--- src/hdl/raster_defs.svh ---
// Widths and codes are shared by every block; the FIFO depth must be a power of two.
`ifndef RASTER_DEFS_SVH
`define RASTER_DEFS_SVH

// width of the sample and line counters.
`define RASTER_SAMPLE_WID 9

// signed DAC position carried in the low bits of a DAC word.
`define RASTER_DAC_DATA_WID 20

// full DAC word, a 4-bit command on top of the position.
`define RASTER_DAC_WID 24

// DAC command codes.
// A read command is followed by a no-op word that clocks the value back.
`define RASTER_CMD_READ 4'b1001
`define RASTER_CMD_WRITE 4'b0001

// idle cycles between the read command and the read-back transfer.
`define RASTER_DAC_GAP 4'd4

// settle counter width, which also bounds RASTER_DAC_GAP.
`define RASTER_TIMER_WID 4

// ADC channel count and result width.
`define RASTER_ADC_NUM 4
`define RASTER_ADC_WID 24

// FIFO depth in entries.
`define RASTER_FIFO_DEPTH 8

// system memory address width.
`define RASTER_ADDR_WID 16

`endif

--- src/hdl/raster_pkg.sv ---
// Entry and memory word layouts; a marker payload leaves its upper bits at zero.
`include "raster_defs.svh"

package raster_pkg;

	// a marker names the line and direction that just ended.
	// The fill keeps the marker exactly as wide as an ADC sample.
	typedef struct packed {
		logic [`RASTER_ADC_WID-`RASTER_SAMPLE_WID-2:0] fill;
		logic reverse;
		logic [`RASTER_SAMPLE_WID-1:0] line;
	} scan_marker_t;

	// the same 24 bits are either raw ADC data or a marker.
	// is_marker in the enclosing entry tells which view applies.
	typedef union packed {
		logic [`RASTER_ADC_WID-1:0] sample;
		scan_marker_t marker;
	} scan_payload_u;

	// one FIFO entry, 25 bits.
	typedef struct packed {
		logic is_marker;
		scan_payload_u payload;
	} scan_entry_t;

	// one word handed to system memory, 41 bits.
	// data is the payload as raw bits, whichever view it was built from.
	typedef struct packed {
		logic is_marker;
		logic [`RASTER_ADDR_WID-1:0] address;
		logic [`RASTER_ADC_WID-1:0] data;
	} mem_word_t;

endpackage

--- src/hdl/mem_writer.sv ---
// One memory word is in flight at a time; scan_start should only come once the FIFO has drained.
`timescale 1ns/1ns
`include "raster_defs.svh"

module mem_writer import raster_pkg::*; (
	input logic clk,
	input logic rst_n,
	input logic scan_start,
	input scan_entry_t entry,
	input logic empty,
	output logic pop,
	output mem_word_t mem_word,
	output logic mem_req,
	input logic mem_ack
);

	// W_REQ holds mem_req until ack.
	// W_RELEASE waits for ack to fall, which closes the four-phase cycle.
	typedef enum logic [1:0] {
		W_IDLE,
		W_REQ,
		W_RELEASE
	} wr_state_t;

	wr_state_t state;
	logic [`RASTER_ADDR_WID-1:0] address;

	// the head entry is taken only when the memory side is quiet.
	assign pop = (state == W_IDLE) && !empty;

	// the word is loaded with the pop and then held for the whole handshake.
	// Markers and samples both pass the payload through as raw bits.
	always_ff @(posedge clk) begin
		if (pop) begin
			mem_word.is_marker <= entry.is_marker;
			mem_word.address <= address;
			mem_word.data <= entry.payload.sample;
		end
	end

	always_ff @(posedge clk or negedge rst_n) begin
		if (!rst_n) begin
			state <= W_IDLE;
			mem_req <= 1'b0;
			address <= '0;
		end else begin
			case (state)
			W_IDLE: begin
				if (pop) begin
					mem_req <= 1'b1;
					state <= W_REQ;
				end
			end
			W_REQ: begin
				if (mem_ack) begin
					mem_req <= 1'b0;
					state <= W_RELEASE;
				end
			end
			W_RELEASE: begin
				// the address steps only once the handshake is fully done.
				if (!mem_ack) begin
					address <= address + 1'b1;
					state <= W_IDLE;
				end
			end
			default: begin
				mem_req <= 1'b0;
				state <= W_IDLE;
			end
			endcase

			// a new scan writes its image from address zero again.
			if (scan_start) begin
				address <= '0;
			end
		end
	end

endmodule

--- src/hdl/raster_scanner.sv ---
// Settings are latched when arm rises; a scan always runs to its end, and adc_used must be nonzero.
`timescale 1ns/1ns
`include "raster_defs.svh"

module raster_scanner import raster_pkg::*; (
	input logic clk,
	input logic rst_n,
	input logic arm,
	input logic [`RASTER_SAMPLE_WID-1:0] max_samples,
	input logic [`RASTER_SAMPLE_WID-1:0] max_lines,
	input logic [`RASTER_TIMER_WID-1:0] settle_time,
	input logic signed [`RASTER_DAC_DATA_WID-1:0] dx,
	input logic signed [`RASTER_DAC_DATA_WID-1:0] dy,
	input logic [`RASTER_ADC_NUM-1:0] adc_used,
	output logic running,
	output logic finished,
	output logic scan_start,
	output logic [`RASTER_DAC_WID-1:0] x_dac,
	output logic [`RASTER_DAC_WID-1:0] y_dac,
	output logic x_arm,
	output logic y_arm,
	input logic [`RASTER_DAC_WID-1:0] x_from_dac,
	input logic [`RASTER_DAC_WID-1:0] y_from_dac,
	input logic x_finished,
	input logic y_finished,
	output logic [`RASTER_ADC_NUM-1:0] adc_arm,
	input logic [`RASTER_ADC_NUM-1:0][`RASTER_ADC_WID-1:0] adc_data,
	input logic [`RASTER_ADC_NUM-1:0] adc_finished,
	output scan_entry_t entry,
	output logic push,
	input logic full
);

	localparam int CHAN_WID = $clog2(`RASTER_ADC_NUM);

	// both DAC axes share one transfer sequence.
	// dac_op records what the transfer was for, so the release state knows where to go.
	typedef enum logic [3:0] {
		S_IDLE,
		S_DAC_WAIT,
		S_DAC_RELEASE,
		S_GAP,
		S_SETTLE,
		S_MEASURE,
		S_ADC_RELEASE,
		S_SEND,
		S_MARKER,
		S_DONE
	} state_t;

	typedef enum logic [1:0] {
		OP_READ,
		OP_FETCH,
		OP_MOVE
	} dac_op_t;

	state_t state;
	dac_op_t dac_op;

	logic [`RASTER_TIMER_WID-1:0] counter;
	logic [`RASTER_SAMPLE_WID-1:0] sample_cnt;
	logic [`RASTER_SAMPLE_WID-1:0] line_cnt;
	logic [CHAN_WID-1:0] chan;
	logic is_reverse;

	// settings copied at arm so the host may change its inputs during a scan.
	logic [`RASTER_SAMPLE_WID-1:0] max_samples_q;
	logic [`RASTER_SAMPLE_WID-1:0] max_lines_q;
	logic [`RASTER_TIMER_WID-1:0] settle_time_q;
	logic signed [`RASTER_DAC_DATA_WID-1:0] dx_q;
	logic signed [`RASTER_DAC_DATA_WID-1:0] dy_q;
	logic [`RASTER_ADC_NUM-1:0] adc_used_q;

	logic signed [`RASTER_DAC_DATA_WID-1:0] x_pos;
	logic signed [`RASTER_DAC_DATA_WID-1:0] y_pos;
	logic signed [`RASTER_DAC_DATA_WID-1:0] x_next;
	logic signed [`RASTER_DAC_DATA_WID-1:0] y_next;

	logic [`RASTER_ADC_NUM-1:0][`RASTER_ADC_WID-1:0] adc_buf;

	// the next DAC position.
	// In the marker state this is the line step, (dx, dy) turned by 90 degrees.
	// Otherwise it is a sample step along the current direction.
	always_comb begin
		if (state == S_MARKER) begin
			x_next = x_pos + dy_q;
			y_next = y_pos - dx_q;
		end else if (is_reverse) begin
			x_next = x_pos - dx_q;
			y_next = y_pos - dy_q;
		end else begin
			x_next = x_pos + dx_q;
			y_next = y_pos + dy_q;
		end
	end

	// push is combinational so that full is checked in the same cycle as the write.
	// A disabled channel is skipped without a push.
	assign push = !full && ((state == S_SEND && adc_used_q[chan]) || state == S_MARKER);

	always_comb begin
		entry = '0;
		if (state == S_MARKER) begin
			entry.is_marker = 1'b1;
			entry.payload.marker.line = line_cnt;
			entry.payload.marker.reverse = is_reverse;
		end else begin
			entry.payload.sample = adc_buf[chan];
		end
	end

	// results are taken at the moment every enabled ADC reports finished.
	always_ff @(posedge clk) begin
		if (state == S_MEASURE && adc_finished == adc_arm) begin
			adc_buf <= adc_data;
		end
	end

	always_ff @(posedge clk or negedge rst_n) begin
		if (!rst_n) begin
			state <= S_IDLE;
			dac_op <= OP_READ;
			running <= 1'b0;
			finished <= 1'b0;
			scan_start <= 1'b0;
			x_arm <= 1'b0;
			y_arm <= 1'b0;
			adc_arm <= '0;
			x_dac <= '0;
			y_dac <= '0;
			counter <= '0;
			sample_cnt <= '0;
			line_cnt <= '0;
			chan <= '0;
			is_reverse <= 1'b0;
			x_pos <= '0;
			y_pos <= '0;
			max_samples_q <= '0;
			max_lines_q <= '0;
			settle_time_q <= '0;
			dx_q <= '0;
			dy_q <= '0;
			adc_used_q <= '0;
		end else begin
			scan_start <= 1'b0;
			case (state)
			S_IDLE: begin
				if (arm) begin
					max_samples_q <= max_samples;
					max_lines_q <= max_lines;
					settle_time_q <= settle_time;
					dx_q <= dx;
					dy_q <= dy;
					adc_used_q <= adc_used;
					sample_cnt <= '0;
					line_cnt <= '0;
					is_reverse <= 1'b0;
					running <= 1'b1;
					scan_start <= 1'b1;
					// ask both DACs for their present positions.
					x_dac <= {`RASTER_CMD_READ, {`RASTER_DAC_DATA_WID{1'b0}}};
					y_dac <= {`RASTER_CMD_READ, {`RASTER_DAC_DATA_WID{1'b0}}};
					x_arm <= 1'b1;
					y_arm <= 1'b1;
					dac_op <= OP_READ;
					state <= S_DAC_WAIT;
				end
			end
			S_DAC_WAIT: begin
				if (x_finished && y_finished) begin
					x_arm <= 1'b0;
					y_arm <= 1'b0;
					// the read-back transfer returns the positions in its reply.
					if (dac_op == OP_FETCH) begin
						x_pos <= x_from_dac[`RASTER_DAC_DATA_WID-1:0];
						y_pos <= y_from_dac[`RASTER_DAC_DATA_WID-1:0];
					end
					state <= S_DAC_RELEASE;
				end
			end
			S_DAC_RELEASE: begin
				// both finished bits must fall before the next arm.
				if (!x_finished && !y_finished) begin
					counter <= '0;
					if (dac_op == OP_READ) begin
						state <= S_GAP;
					end else begin
						state <= S_SETTLE;
					end
				end
			end
			S_GAP: begin
				if (counter == `RASTER_DAC_GAP) begin
					// a no-op word clocks out the value asked for by the read command.
					x_dac <= '0;
					y_dac <= '0;
					x_arm <= 1'b1;
					y_arm <= 1'b1;
					dac_op <= OP_FETCH;
					state <= S_DAC_WAIT;
				end else begin
					counter <= counter + 1'b1;
				end
			end
			S_SETTLE: begin
				if (counter == settle_time_q) begin
					adc_arm <= adc_used_q;
					state <= S_MEASURE;
				end else begin
					counter <= counter + 1'b1;
				end
			end
			S_MEASURE: begin
				if (adc_finished == adc_arm) begin
					adc_arm <= '0;
					state <= S_ADC_RELEASE;
				end
			end
			S_ADC_RELEASE: begin
				if (adc_finished == '0) begin
					chan <= CHAN_WID'(`RASTER_ADC_NUM - 1);
					state <= S_SEND;
				end
			end
			S_SEND: begin
				// walk from the highest channel down, holding while the FIFO is full.
				if (!adc_used_q[chan] || !full) begin
					if (chan != '0) begin
						chan <= chan - 1'b1;
					end else if (sample_cnt == max_samples_q) begin
						state <= S_MARKER;
					end else begin
						sample_cnt <= sample_cnt + 1'b1;
						x_pos <= x_next;
						y_pos <= y_next;
						x_dac <= {`RASTER_CMD_WRITE, x_next};
						y_dac <= {`RASTER_CMD_WRITE, y_next};
						x_arm <= 1'b1;
						y_arm <= 1'b1;
						dac_op <= OP_MOVE;
						state <= S_DAC_WAIT;
					end
				end
			end
			S_MARKER: begin
				if (!full) begin
					sample_cnt <= '0;
					if (!is_reverse) begin
						// the end point is measured again going back, without a move.
						is_reverse <= 1'b1;
						counter <= '0;
						state <= S_SETTLE;
					end else if (line_cnt == max_lines_q) begin
						running <= 1'b0;
						finished <= 1'b1;
						state <= S_DONE;
					end else begin
						is_reverse <= 1'b0;
						line_cnt <= line_cnt + 1'b1;
						x_pos <= x_next;
						y_pos <= y_next;
						x_dac <= {`RASTER_CMD_WRITE, x_next};
						y_dac <= {`RASTER_CMD_WRITE, y_next};
						x_arm <= 1'b1;
						y_arm <= 1'b1;
						dac_op <= OP_MOVE;
						state <= S_DAC_WAIT;
					end
				end
			end
			S_DONE: begin
				if (!arm) begin
					finished <= 1'b0;
					state <= S_IDLE;
				end
			end
			default: begin
				state <= S_IDLE;
			end
			endcase
		end
	end

endmodule

--- src/hdl/raster_top.sv ---
// The DAC and ADC serial links sit outside; their ports follow a four-phase arm/finished handshake.
`timescale 1ns/1ns
`include "raster_defs.svh"

module raster_top import raster_pkg::*; (
	input logic clk,
	input logic rst_n,
	input logic arm,
	input logic [`RASTER_SAMPLE_WID-1:0] max_samples,
	input logic [`RASTER_SAMPLE_WID-1:0] max_lines,
	input logic [`RASTER_TIMER_WID-1:0] settle_time,
	input logic signed [`RASTER_DAC_DATA_WID-1:0] dx,
	input logic signed [`RASTER_DAC_DATA_WID-1:0] dy,
	input logic [`RASTER_ADC_NUM-1:0] adc_used,
	output logic running,
	output logic finished,
	output logic [`RASTER_DAC_WID-1:0] x_dac,
	output logic [`RASTER_DAC_WID-1:0] y_dac,
	output logic x_arm,
	output logic y_arm,
	input logic [`RASTER_DAC_WID-1:0] x_from_dac,
	input logic [`RASTER_DAC_WID-1:0] y_from_dac,
	input logic x_finished,
	input logic y_finished,
	output logic [`RASTER_ADC_NUM-1:0] adc_arm,
	input logic [`RASTER_ADC_NUM-1:0][`RASTER_ADC_WID-1:0] adc_data,
	input logic [`RASTER_ADC_NUM-1:0] adc_finished,
	output mem_word_t mem_word,
	output logic mem_req,
	input logic mem_ack
);

	// the scanner and writer meet only at the FIFO and the scan start pulse.
	scan_entry_t push_entry;
	scan_entry_t pop_entry;
	logic push;
	logic full;
	logic pop;
	logic empty;
	logic scan_start;

	raster_scanner i_scanner (
		.clk(clk),
		.rst_n(rst_n),
		.arm(arm),
		.max_samples(max_samples),
		.max_lines(max_lines),
		.settle_time(settle_time),
		.dx(dx),
		.dy(dy),
		.adc_used(adc_used),
		.running(running),
		.finished(finished),
		.scan_start(scan_start),
		.x_dac(x_dac),
		.y_dac(y_dac),
		.x_arm(x_arm),
		.y_arm(y_arm),
		.x_from_dac(x_from_dac),
		.y_from_dac(y_from_dac),
		.x_finished(x_finished),
		.y_finished(y_finished),
		.adc_arm(adc_arm),
		.adc_data(adc_data),
		.adc_finished(adc_finished),
		.entry(push_entry),
		.push(push),
		.full(full)
	);

	sample_fifo i_fifo (
		.clk(clk),
		.rst_n(rst_n),
		.push(push),
		.entry_in(push_entry),
		.full(full),
		.pop(pop),
		.entry_out(pop_entry),
		.empty(empty)
	);

	mem_writer i_writer (
		.clk(clk),
		.rst_n(rst_n),
		.scan_start(scan_start),
		.entry(pop_entry),
		.empty(empty),
		.pop(pop),
		.mem_word(mem_word),
		.mem_req(mem_req),
		.mem_ack(mem_ack)
	);

endmodule

--- src/hdl/sample_fifo.sv ---
// Depth must be a power of two; a push while full or a pop while empty is ignored.
`timescale 1ns/1ns
`include "raster_defs.svh"

module sample_fifo import raster_pkg::*; (
	input logic clk,
	input logic rst_n,
	input logic push,
	input scan_entry_t entry_in,
	output logic full,
	input logic pop,
	output scan_entry_t entry_out,
	output logic empty
);

	localparam int PTR_WID = $clog2(`RASTER_FIFO_DEPTH);

	scan_entry_t buffer [`RASTER_FIFO_DEPTH];

	logic [PTR_WID-1:0] wr_ptr;
	logic [PTR_WID-1:0] rd_ptr;

	// one bit wider than the pointers so that a full buffer can be told from an empty one.
	logic [PTR_WID:0] count;

	logic do_push;
	logic do_pop;

	assign do_push = push && !full;
	assign do_pop = pop && !empty;

	assign full = (count == (PTR_WID+1)'(`RASTER_FIFO_DEPTH));
	assign empty = (count == '0);

	// the head entry is read straight from the array, so a pushed entry shows on the next cycle.
	assign entry_out = buffer[rd_ptr];

	always_ff @(posedge clk) begin
		if (do_push) begin
			buffer[wr_ptr] <= entry_in;
		end
	end

	// pointers wrap naturally because the depth is a power of two.
	always_ff @(posedge clk or negedge rst_n) begin
		if (!rst_n) begin
			wr_ptr <= '0;
			rd_ptr <= '0;
			count <= '0;
		end else begin
			if (do_push) begin
				wr_ptr <= wr_ptr + 1'b1;
			end
			if (do_pop) begin
				rd_ptr <= rd_ptr + 1'b1;
			end
			case ({do_push, do_pop})
			2'b10: count <= count + 1'b1;
			2'b01: count <= count - 1'b1;
			default: count <= count;
			endcase
		end
	end

endmodule

--- config.mk ---
export PLATFORM = sky130hd
export DESIGN_NAME = raster_top
export DESIGN_NICKNAME = d
export VERILOG_FILES = /design/src/hdl/raster_pkg.sv /design/src/hdl/mem_writer.sv /design/src/hdl/raster_scanner.sv /design/src/hdl/raster_top.sv /design/src/hdl/sample_fifo.sv
export VERILOG_INCLUDE_DIRS = /design/src /design/src/hdl
export SDC_FILE = /design/constraint.sdc
export NUM_CORES = 1
export LEC_CHECK = 0
export BUFFER_PORTS_ARGS = -buffer_cell sky130_fd_sc_hd__buf_2
export CORE_MARGIN = 10
export CORE_UTILIZATION = 60
export CTS_CLUSTER_SIZE = 25
export DETAILED_ROUTE_END_ITERATION = 12
export PLACE_DENSITY = 0.91
export RECOVER_POWER = 25
export SETUP_SLACK_MARGIN = 0.1
export SYNTH_ARGS = -nofsm -noshare
export SYNTH_HDL_FRONTEND = slang
export SYNTH_SLANG_ARGS = --single-unit
--- constraint.sdc ---
create_clock -name clk -period 10.2 [get_ports clk]
set_input_delay 0.51 -clock clk [delete_from_list [all_inputs] [get_ports clk]]
set_output_delay 0.51 -clock clk [all_outputs]
set_load 0.05 [all_outputs]
==> results of run 1 <==
cell families after synthesis:
family | Yosys count | share of synthesized area (%)
adder cells (fa/ha/maj) | 56 | 2.809
other | 1 | 0.01456
AO/OA/AOI/OAI | 323 | 7.551
flip-flops | 553 | 60.29
buffers and inverters | 156 | 2.459
AND/OR/NAND/NOR | 747 | 13.18
XOR/XNOR | 137 | 4.801
multiplexers | 129 | 8.888
power breakdown:
part | internal, W | leakage, nW | switching [W]
clock network | 0.00127 | 0.949 | 0.000902
registers | 0.00301 | 5.80 | 0.000513
logic | 0.00198 | 5.07 | 0.00327
total | 0.00626 | 11.8 | 0.00469
per-stage QoR:
step           total power, W  utilization [%]
2_1_floorplan        0.007369                -
3_5_place_dp         0.008643            65.72
4_1_cts               0.01088            70.36
3_3_place_gp         0.008366            65.72
6_report              0.01095            70.10
5_1_grt               0.01156            70.09
final timing paths:
check / to / slack (ns) / depth (start not counted)
hold / removal: i_scanner.adc_buf[61] / 0.03 / 1
setup / recovery: i_scanner.x_pos[19] / 4.40 / 18
setup reg to reg: i_scanner.x_pos[19] / 4.40 / 18
min in group asynchronous: i_scanner.y_dac[1] / 1.77 / 2
hold reg to reg: i_writer.mem_word[39] / 0.43 / 0
max in group asynchronous: i_fifo.rd_ptr[0] / 5.87 / 3
synthesized netlist by cell type, types with 6 or more instances:
cell type  instances  area share (%)
a21oi_1           89             1.7
nand2b_1          10            0.24
a21o_1            13            0.38
nand2_1          386             5.6
inv_1             42            0.61
and3_1            11            0.27
o21bai_1           6            0.17
o21a_1             9            0.26
or3_1             14            0.34
buf_4              9            0.26
nor3_1            36            0.70
buf_1             14            0.20
a31oi_1           21            0.51
nand3_1           28            0.54
nor3b_1            8            0.23
and2_1            22            0.53
o21ai_0          116             2.3
mux2i_1            7            0.27
dfrtp_1          216              21
nor2b_1           18            0.44
clkbuf_1          84             1.2
nand4_1           17            0.41
edfxtp_1         337              39
mux2_2            47             2.1
mux4_2            75             6.6
nor2_1           145             2.1
xnor2_1           73             2.5
xor2_1            61             2.1
nor4_1            16            0.39
a21boi_0           6            0.17
o31ai_1           10            0.29
ha_1              53             2.6
nand3b_1           6            0.17
flip-flops by register name (all words and copies together) (netlist names), 3 cells and up:
name                     cells
i_scanner.line_cnt           9
i_fifo.rd_ptr                3
i_writer.address            16
i_scanner.adc_buf           96
i_scanner.y_dac             22
i_scanner.dy_q              20
i_fifo.count                 4
i_scanner.max_lines_q        9
i_fifo.buffer              200
i_scanner.dx_q              20
i_scanner.x_dac             20
i_scanner.settle_time_q      4
i_scanner.counter            4
i_writer.mem_word           41
i_scanner.sample_cnt         9
i_scanner.y_pos             20
i_scanner.adc_arm            4
i_fifo.wr_ptr                3
i_scanner.max_samples_q      9
i_scanner.state              4
i_scanner.x_pos             20
i_scanner.adc_used_q         4
layer usage:
layer | routed length [um] | vias to the layer above | global-route usage [%]
li1 | - | 8155 | -
met2 | 37360 | 1122 | 47.84
met4 | 4444 | 4 | 16.53
met1 | 25240 | 9063 | 32.80
met5 | 32 | - | 0
met3 | 6585 | 265 | 5.611
cell type report:
cell class / instances / area [um2]
inverters: 43 / 161.4
fillers: 2703 / 12630
clock buffers: 72 / 1529
repair buffers: 326 / 1556
flip-flops and latches: 553 / 15530
clock inverters: 29 / 422.9
multi-input cells: 1396 / 9699
diodes: 12 / 30.03
well taps: 539 / 674.4
worst max-delay path: cells and delay by family, from the launching register on:
family | cells | cell delay, ns
compound gates | 6 | 1.60
fa+ha+maj | 2 | 0.67
flops | 1 | 0.47
buf+inv | 1 | 0.17
simple gates | 6 | 2.23
xor+xnor | 2 | 0.38
mux | 1 | 0.15
==> impl_results.md, run 1 <==
* Pre-CTS setup slack at 4.625 ns
* Final hold vios at 0
* Postcts setup bufs at 0
* Syn Inst Count at 2102
* Count of cell types in the netlist at 80
* Clock Latency Late Sink at 0.65 ns
* CP required at 10.69 ns
* Routed WL per cell at 24.80 um
* Final WS setup at 4.405 ns
* Die Wd at 227.2 um
* Vias in the first global route at 18780
* Critical-path cell list: inv_1, ha_1, nor4b_2, a21oi_1, xnor2_1, nand4_1, nor3_1, nand2_1, xor2_1, o21ai_0, ha_1, or4_1, o21ai_0, a31oi_1, o41ai_1, nor4b_1, mux2i_1, o211ai_1
* CP max FO at 10
* Clock sinks at 553
* Failing checks: max-capacitance violations, max-slew violations
* Number of I/O pins at 318
* Vias at 18610
* CORE AREA at 42230 um2
* DRT antenna net count at 0
* Fin cells at 2970
* Final Skew at 0.08168 ns
* Final Instance Area at 29600 um2
* Most frequent cells in the layout: 385 x nand2_1, 337 x edfxtp_1, 213 x dfrtp_1, 204 x buf_2, 137 x nor2_1
* CTS tree: yes
* Syn Std Cell Area at 25750 um2
* Initial antenna violation count at 14
* Root buf cell: clkbuf_16
* 1st-pass router iterations at 6
* Syn_area_per_cell at 12.25 um2
* Die height at 227.2 um
* Total CTS buffers at 54
* Initial DRC count at 2501
* Post-synth EDFFs at 337
* Layout Area Growth over Synthesis at 14.97%
* CP startpoint: i_scanner.dx_q[0]
* RSZ-0062 raised after global routing: false
* Final setup viols at 0
* DR DRC count at 0
* Critical-path top delay cell: o41ai_1
* Dpl hpwl at 48240 um
* Final #Nets at 2650
* Initial core utilization at 60.97%
* Yosys warns at 0
* Input/output buffers at 305
* Sequential area share after synthesis at 60.29%
* Cell row count at 75
* Placed insts at 2856
* FF-to-FF Start: i_scanner.dx_q[0]
* Final GP Congestion at 0.8963
* Share of post-route cells with drive strength above 1 at 19.39%
* GRT overflow at 0
* CTS Hold Bufs at 1
* First-pass GRT wire length at 110100 um
* HP Start: adc_data[61]
* Setup tns final at 0 ns
* DIE AREA at 51600 um2
* Worst Setup End Kind: register
* Crit path DAT at 6.29 ns
* Crit start category: register
* Clock transition at path regs at 0.06 ns
* Maximum vdd drop at 0.3592 mV
* Commonest non-fill, non-tap cell in the layout: nand2_1
* Vias per inst at 6.266
* Slew Limit Fails at 119
* Placed Area at 27750 um2
* Fmax achieved at 0.1725 GHz
* Status: finished with violations
* Routed WL at 73660 um
* CP Class: reg2reg
* Hold Worst Slack at 0.03046 ns
* Leak at 11.82 nW
* Pin count of the biggest net entering global routing at 97
* Power density of the placed cells at 369.8 nW/um2
* Period utilisation layout at 56.82%
* Max-Cap Viols at 2
* Post-CTS resize count at 0
* Seq cells post-synth at 553
* Post-layout minimum cycle time at 5.795 ns
* Slew @ Worst Pin at 3.843 ns
* Asr flop ratio synth at 39.06%
* Top_reg_cell synth: edfxtp_1
* CTS max path bufs at 3
* Crit path largest cell delay at 0.71 ns
* Rel. slew slack at -156.2%
* Gr usage total at 28.14%
* CTS H-Tree Depth at 2
* Worst Hold Class: in2reg
Note: power is estimated with default switching activity, not from simulation.
==> inputs of run 2 (changes only) <==
- ABC_AREA: default -> 1
- CORE_UTILIZATION: 60 -> 59
- PLACE_DENSITY: 0.91 -> 0.9
- clock period: 10.2 -> 5.7 ns (I/O delays scaled with it)
==> impl_results.md, run 2 <==
* Status: completed
* Final WS setup at 1.000 ns
* CORE AREA at 44030 um2
* Final GP Congestion at 0.9402
* Area fraction of the dominant cell type after synthesis at 38.76%
* CTS H-Tree Depth at 2
* Critical-path top delay cell: nor4_1
* Clock sinks at 553
* Share of post-route cells with drive strength above 1 at 10.72%
* Sequential area share after synthesis at 59.46%
* Final Skew at 0.05977 ns
* Max reg flops at 200
* Worst Hold Class: in2reg
* Final #Nets at 3467
* 1st-pass router iterations at 6
* Hold Worst Slack at 0.02154 ns
* CTS max path bufs at 3
* CP required at 6.19 ns
* Leak at 13.03 nW
* Vias per inst at 6.113
* Most flops, register: i_fifo.buffer
* Layout Area Growth over Synthesis at 21.67%
* Seq cells post-synth at 553
* DR DRC count at 0
* Final Instance Area at 31770 um2
* Commonest non-fill, non-tap cell in the layout: nand2_1
* Count of cell types in the netlist at 54
* Initial core utilization at 59.30%
* Total CTS buffers at 54
* Synth top area cells: edfxtp_1 39%, dfrtp_1 21%, nand2_1 6.7%
* Setup tns final at 0 ns
* Gr usage total at 32.23%
* FILL cells at 2876
* First-pass GRT wire length at 133700 um
* Syn Std Cell Area at 26110 um2
* GRT overflow at 0
* Clock transition at path regs at 0.07 ns
* Initial DRC count at 3345
* CP Class: reg2reg
* Syn_area_per_cell at 9.557 um2
* Yosys warns at 0
* Die Wd at 230.4 um
* Clock Latency Late Sink at 0.66 ns
* Input/output buffers at 305
* Pin count of the biggest net entering global routing at 115
* Crit path buf inv count at 4
* Worst Setup End Kind: register
* Cell family with most CP delay: simple AND/OR/NAND/NOR gates
* DRT antenna net count at 0
* Largest registers: i_fifo.buffer x200, i_scanner.adc_buf x96, i_writer.mem_word x41
* Syn Inst Count at 2732
* Cell row count at 77
* Vias in the first global route at 23260
* Initial antenna violation count at 8
* CP most frequent cell: nand2_1
* CP max FO at 7
* Crit start category: register
* Post-layout minimum cycle time at 4.700 ns
* Pre-CTS setup slack at 1.215 ns
* CTS tree: yes
* Routed WL at 87280 um
* Root buf cell: clkbuf_16
* Die height at 230.4 um
* Period utilisation layout at 82.45%
* Slew @ Worst Pin at 1.179 ns
* Utilization after layout at 72.15%
* Routed WL per cell at 22.74 um
* Placed Area at 28060 um2
* Crit path largest cell delay at 0.48 ns
* Maximum vdd drop at 0.4327 mV
* Final setup viols at 0
* Number of I/O pins at 318
* Fmax achieved at 0.2128 GHz
* Most frequent cells in the layout: 465 x nand2_1, 429 x nor2_1, 339 x o21ai_0, 337 x edfxtp_1, 215 x dfrtp_1
* Cell with the most instances after synthesis: nand2_1
* Post-synth EDFFs at 337
* Power density of the placed cells at 600.3 nW/um2
* Post-CTS resize count at 0
* Rel. slew slack at 20.58%
* RSZ-0062 raised after global routing: false
* Max-Cap Viols at 0
* Slew Limit Fails at 0
* Synth top cells by count: 465 x nand2_1, 432 x nor2_1, 339 x o21ai_0, 337 x edfxtp_1, 216 x dfrtp_1
* Vias at 23460
* Top_reg_cell synth: edfxtp_1
* Asr flop ratio synth at 39.06%
* DIE AREA at 53070 um2
* Dpl hpwl at 51810 um
* Final hold vios at 0
* Leading area contributor after synthesis: edfxtp_1
* Crit path DAT at 5.19 ns
-- run 2: tightest hold or removal path, cell delays in order --
cell and delay (ns):
buf_2 0.08, a21oi_1 0.08, a21oi_1 0.14
-- run 2: logic make-up after synthesis --
kind of cell	synth area share [%]
buffers and inverters	5.300
AND/OR/NAND/NOR	17.37
other	0.01436
XOR/XNOR	1.912
AO/OA/AOI/OAI	13.17
adder cells (fa/ha/maj)	2.770
flip-flops	59.46
-- run 2: power breakdown --
part | switching (W) | internal, W | leakage, nW
clock network | 0.00169 | 0.00229 | 0.941
logic | 0.00666 | 0.00263 | 6.30
registers | 0.000493 | 0.00530 | 5.78
-- run 2: per-layer routing --
| metal | track usage [%] | up-vias | share of wire, % |
|---|---|---|---|
| met3 | 6.892 | 432 | 11 |
| li1 | - | 10240 | - |
| met1 | 38.64 | 11000 | 34 |
| met5 | 0 | - | 0 |
| met2 | 52.74 | 1791 | 48 |
| met4 | 19.92 | 0 | 7.2 |
-- run 2: timing repair --
| action | CTS | global route |
|---|---|---|
| setup buffers | 0 | 0 |
| hold buffers | 194 | 0 |
| hold endpoints to repair | 274 | 0 |
-- run 2: stage by stage --
| stage | power (W) | instances |
|---|---|---|
| final | 0.01907 | 3838 |
| after global routing | 0.02011 | 3836 |
| after CTS | 0.01863 | 3829 |
| after detailed placement | 0.01456 | 3533 |
| after global placement | 0.01418 | 3533 |
| after floorplan | 0.01226 | 2735 |
-- run 2: area by class of cell --
cell class / count / area [um2] / share of cell area [%]
tap: 592 / 740.7 / 2.332
timing repair buffer: 520 / 3468 / 10.92
clock inverter: 31 / 475.5 / 1.497
inverter: 218 / 823.3 / 2.592
clock buffer: 71 / 1465 / 4.612
sequential: 553 / 15530 / 48.88
multi-input combinational: 1844 / 9245 / 29.10
antenna: 9 / 22.52 / 0.07090
-- run 2: worst paths after layout --
kind	from	endpoint	slack, ns	cells after the start
min	x_from_dac[7]	i_scanner.x_pos[7]	0.02	3
min in group asynchronous	rst_n	i_writer.address[9]	0.26	2
min reg2reg	i_writer.address[14]	i_writer.mem_word[38]	0.45	0
max	i_scanner.dx_q[0]	i_scanner.x_pos[19]	1.00	29
max in group asynchronous	rst_n	i_writer.address[11]	4.00	3
max reg2reg	i_scanner.dx_q[0]	i_scanner.x_pos[19]	1.00	29
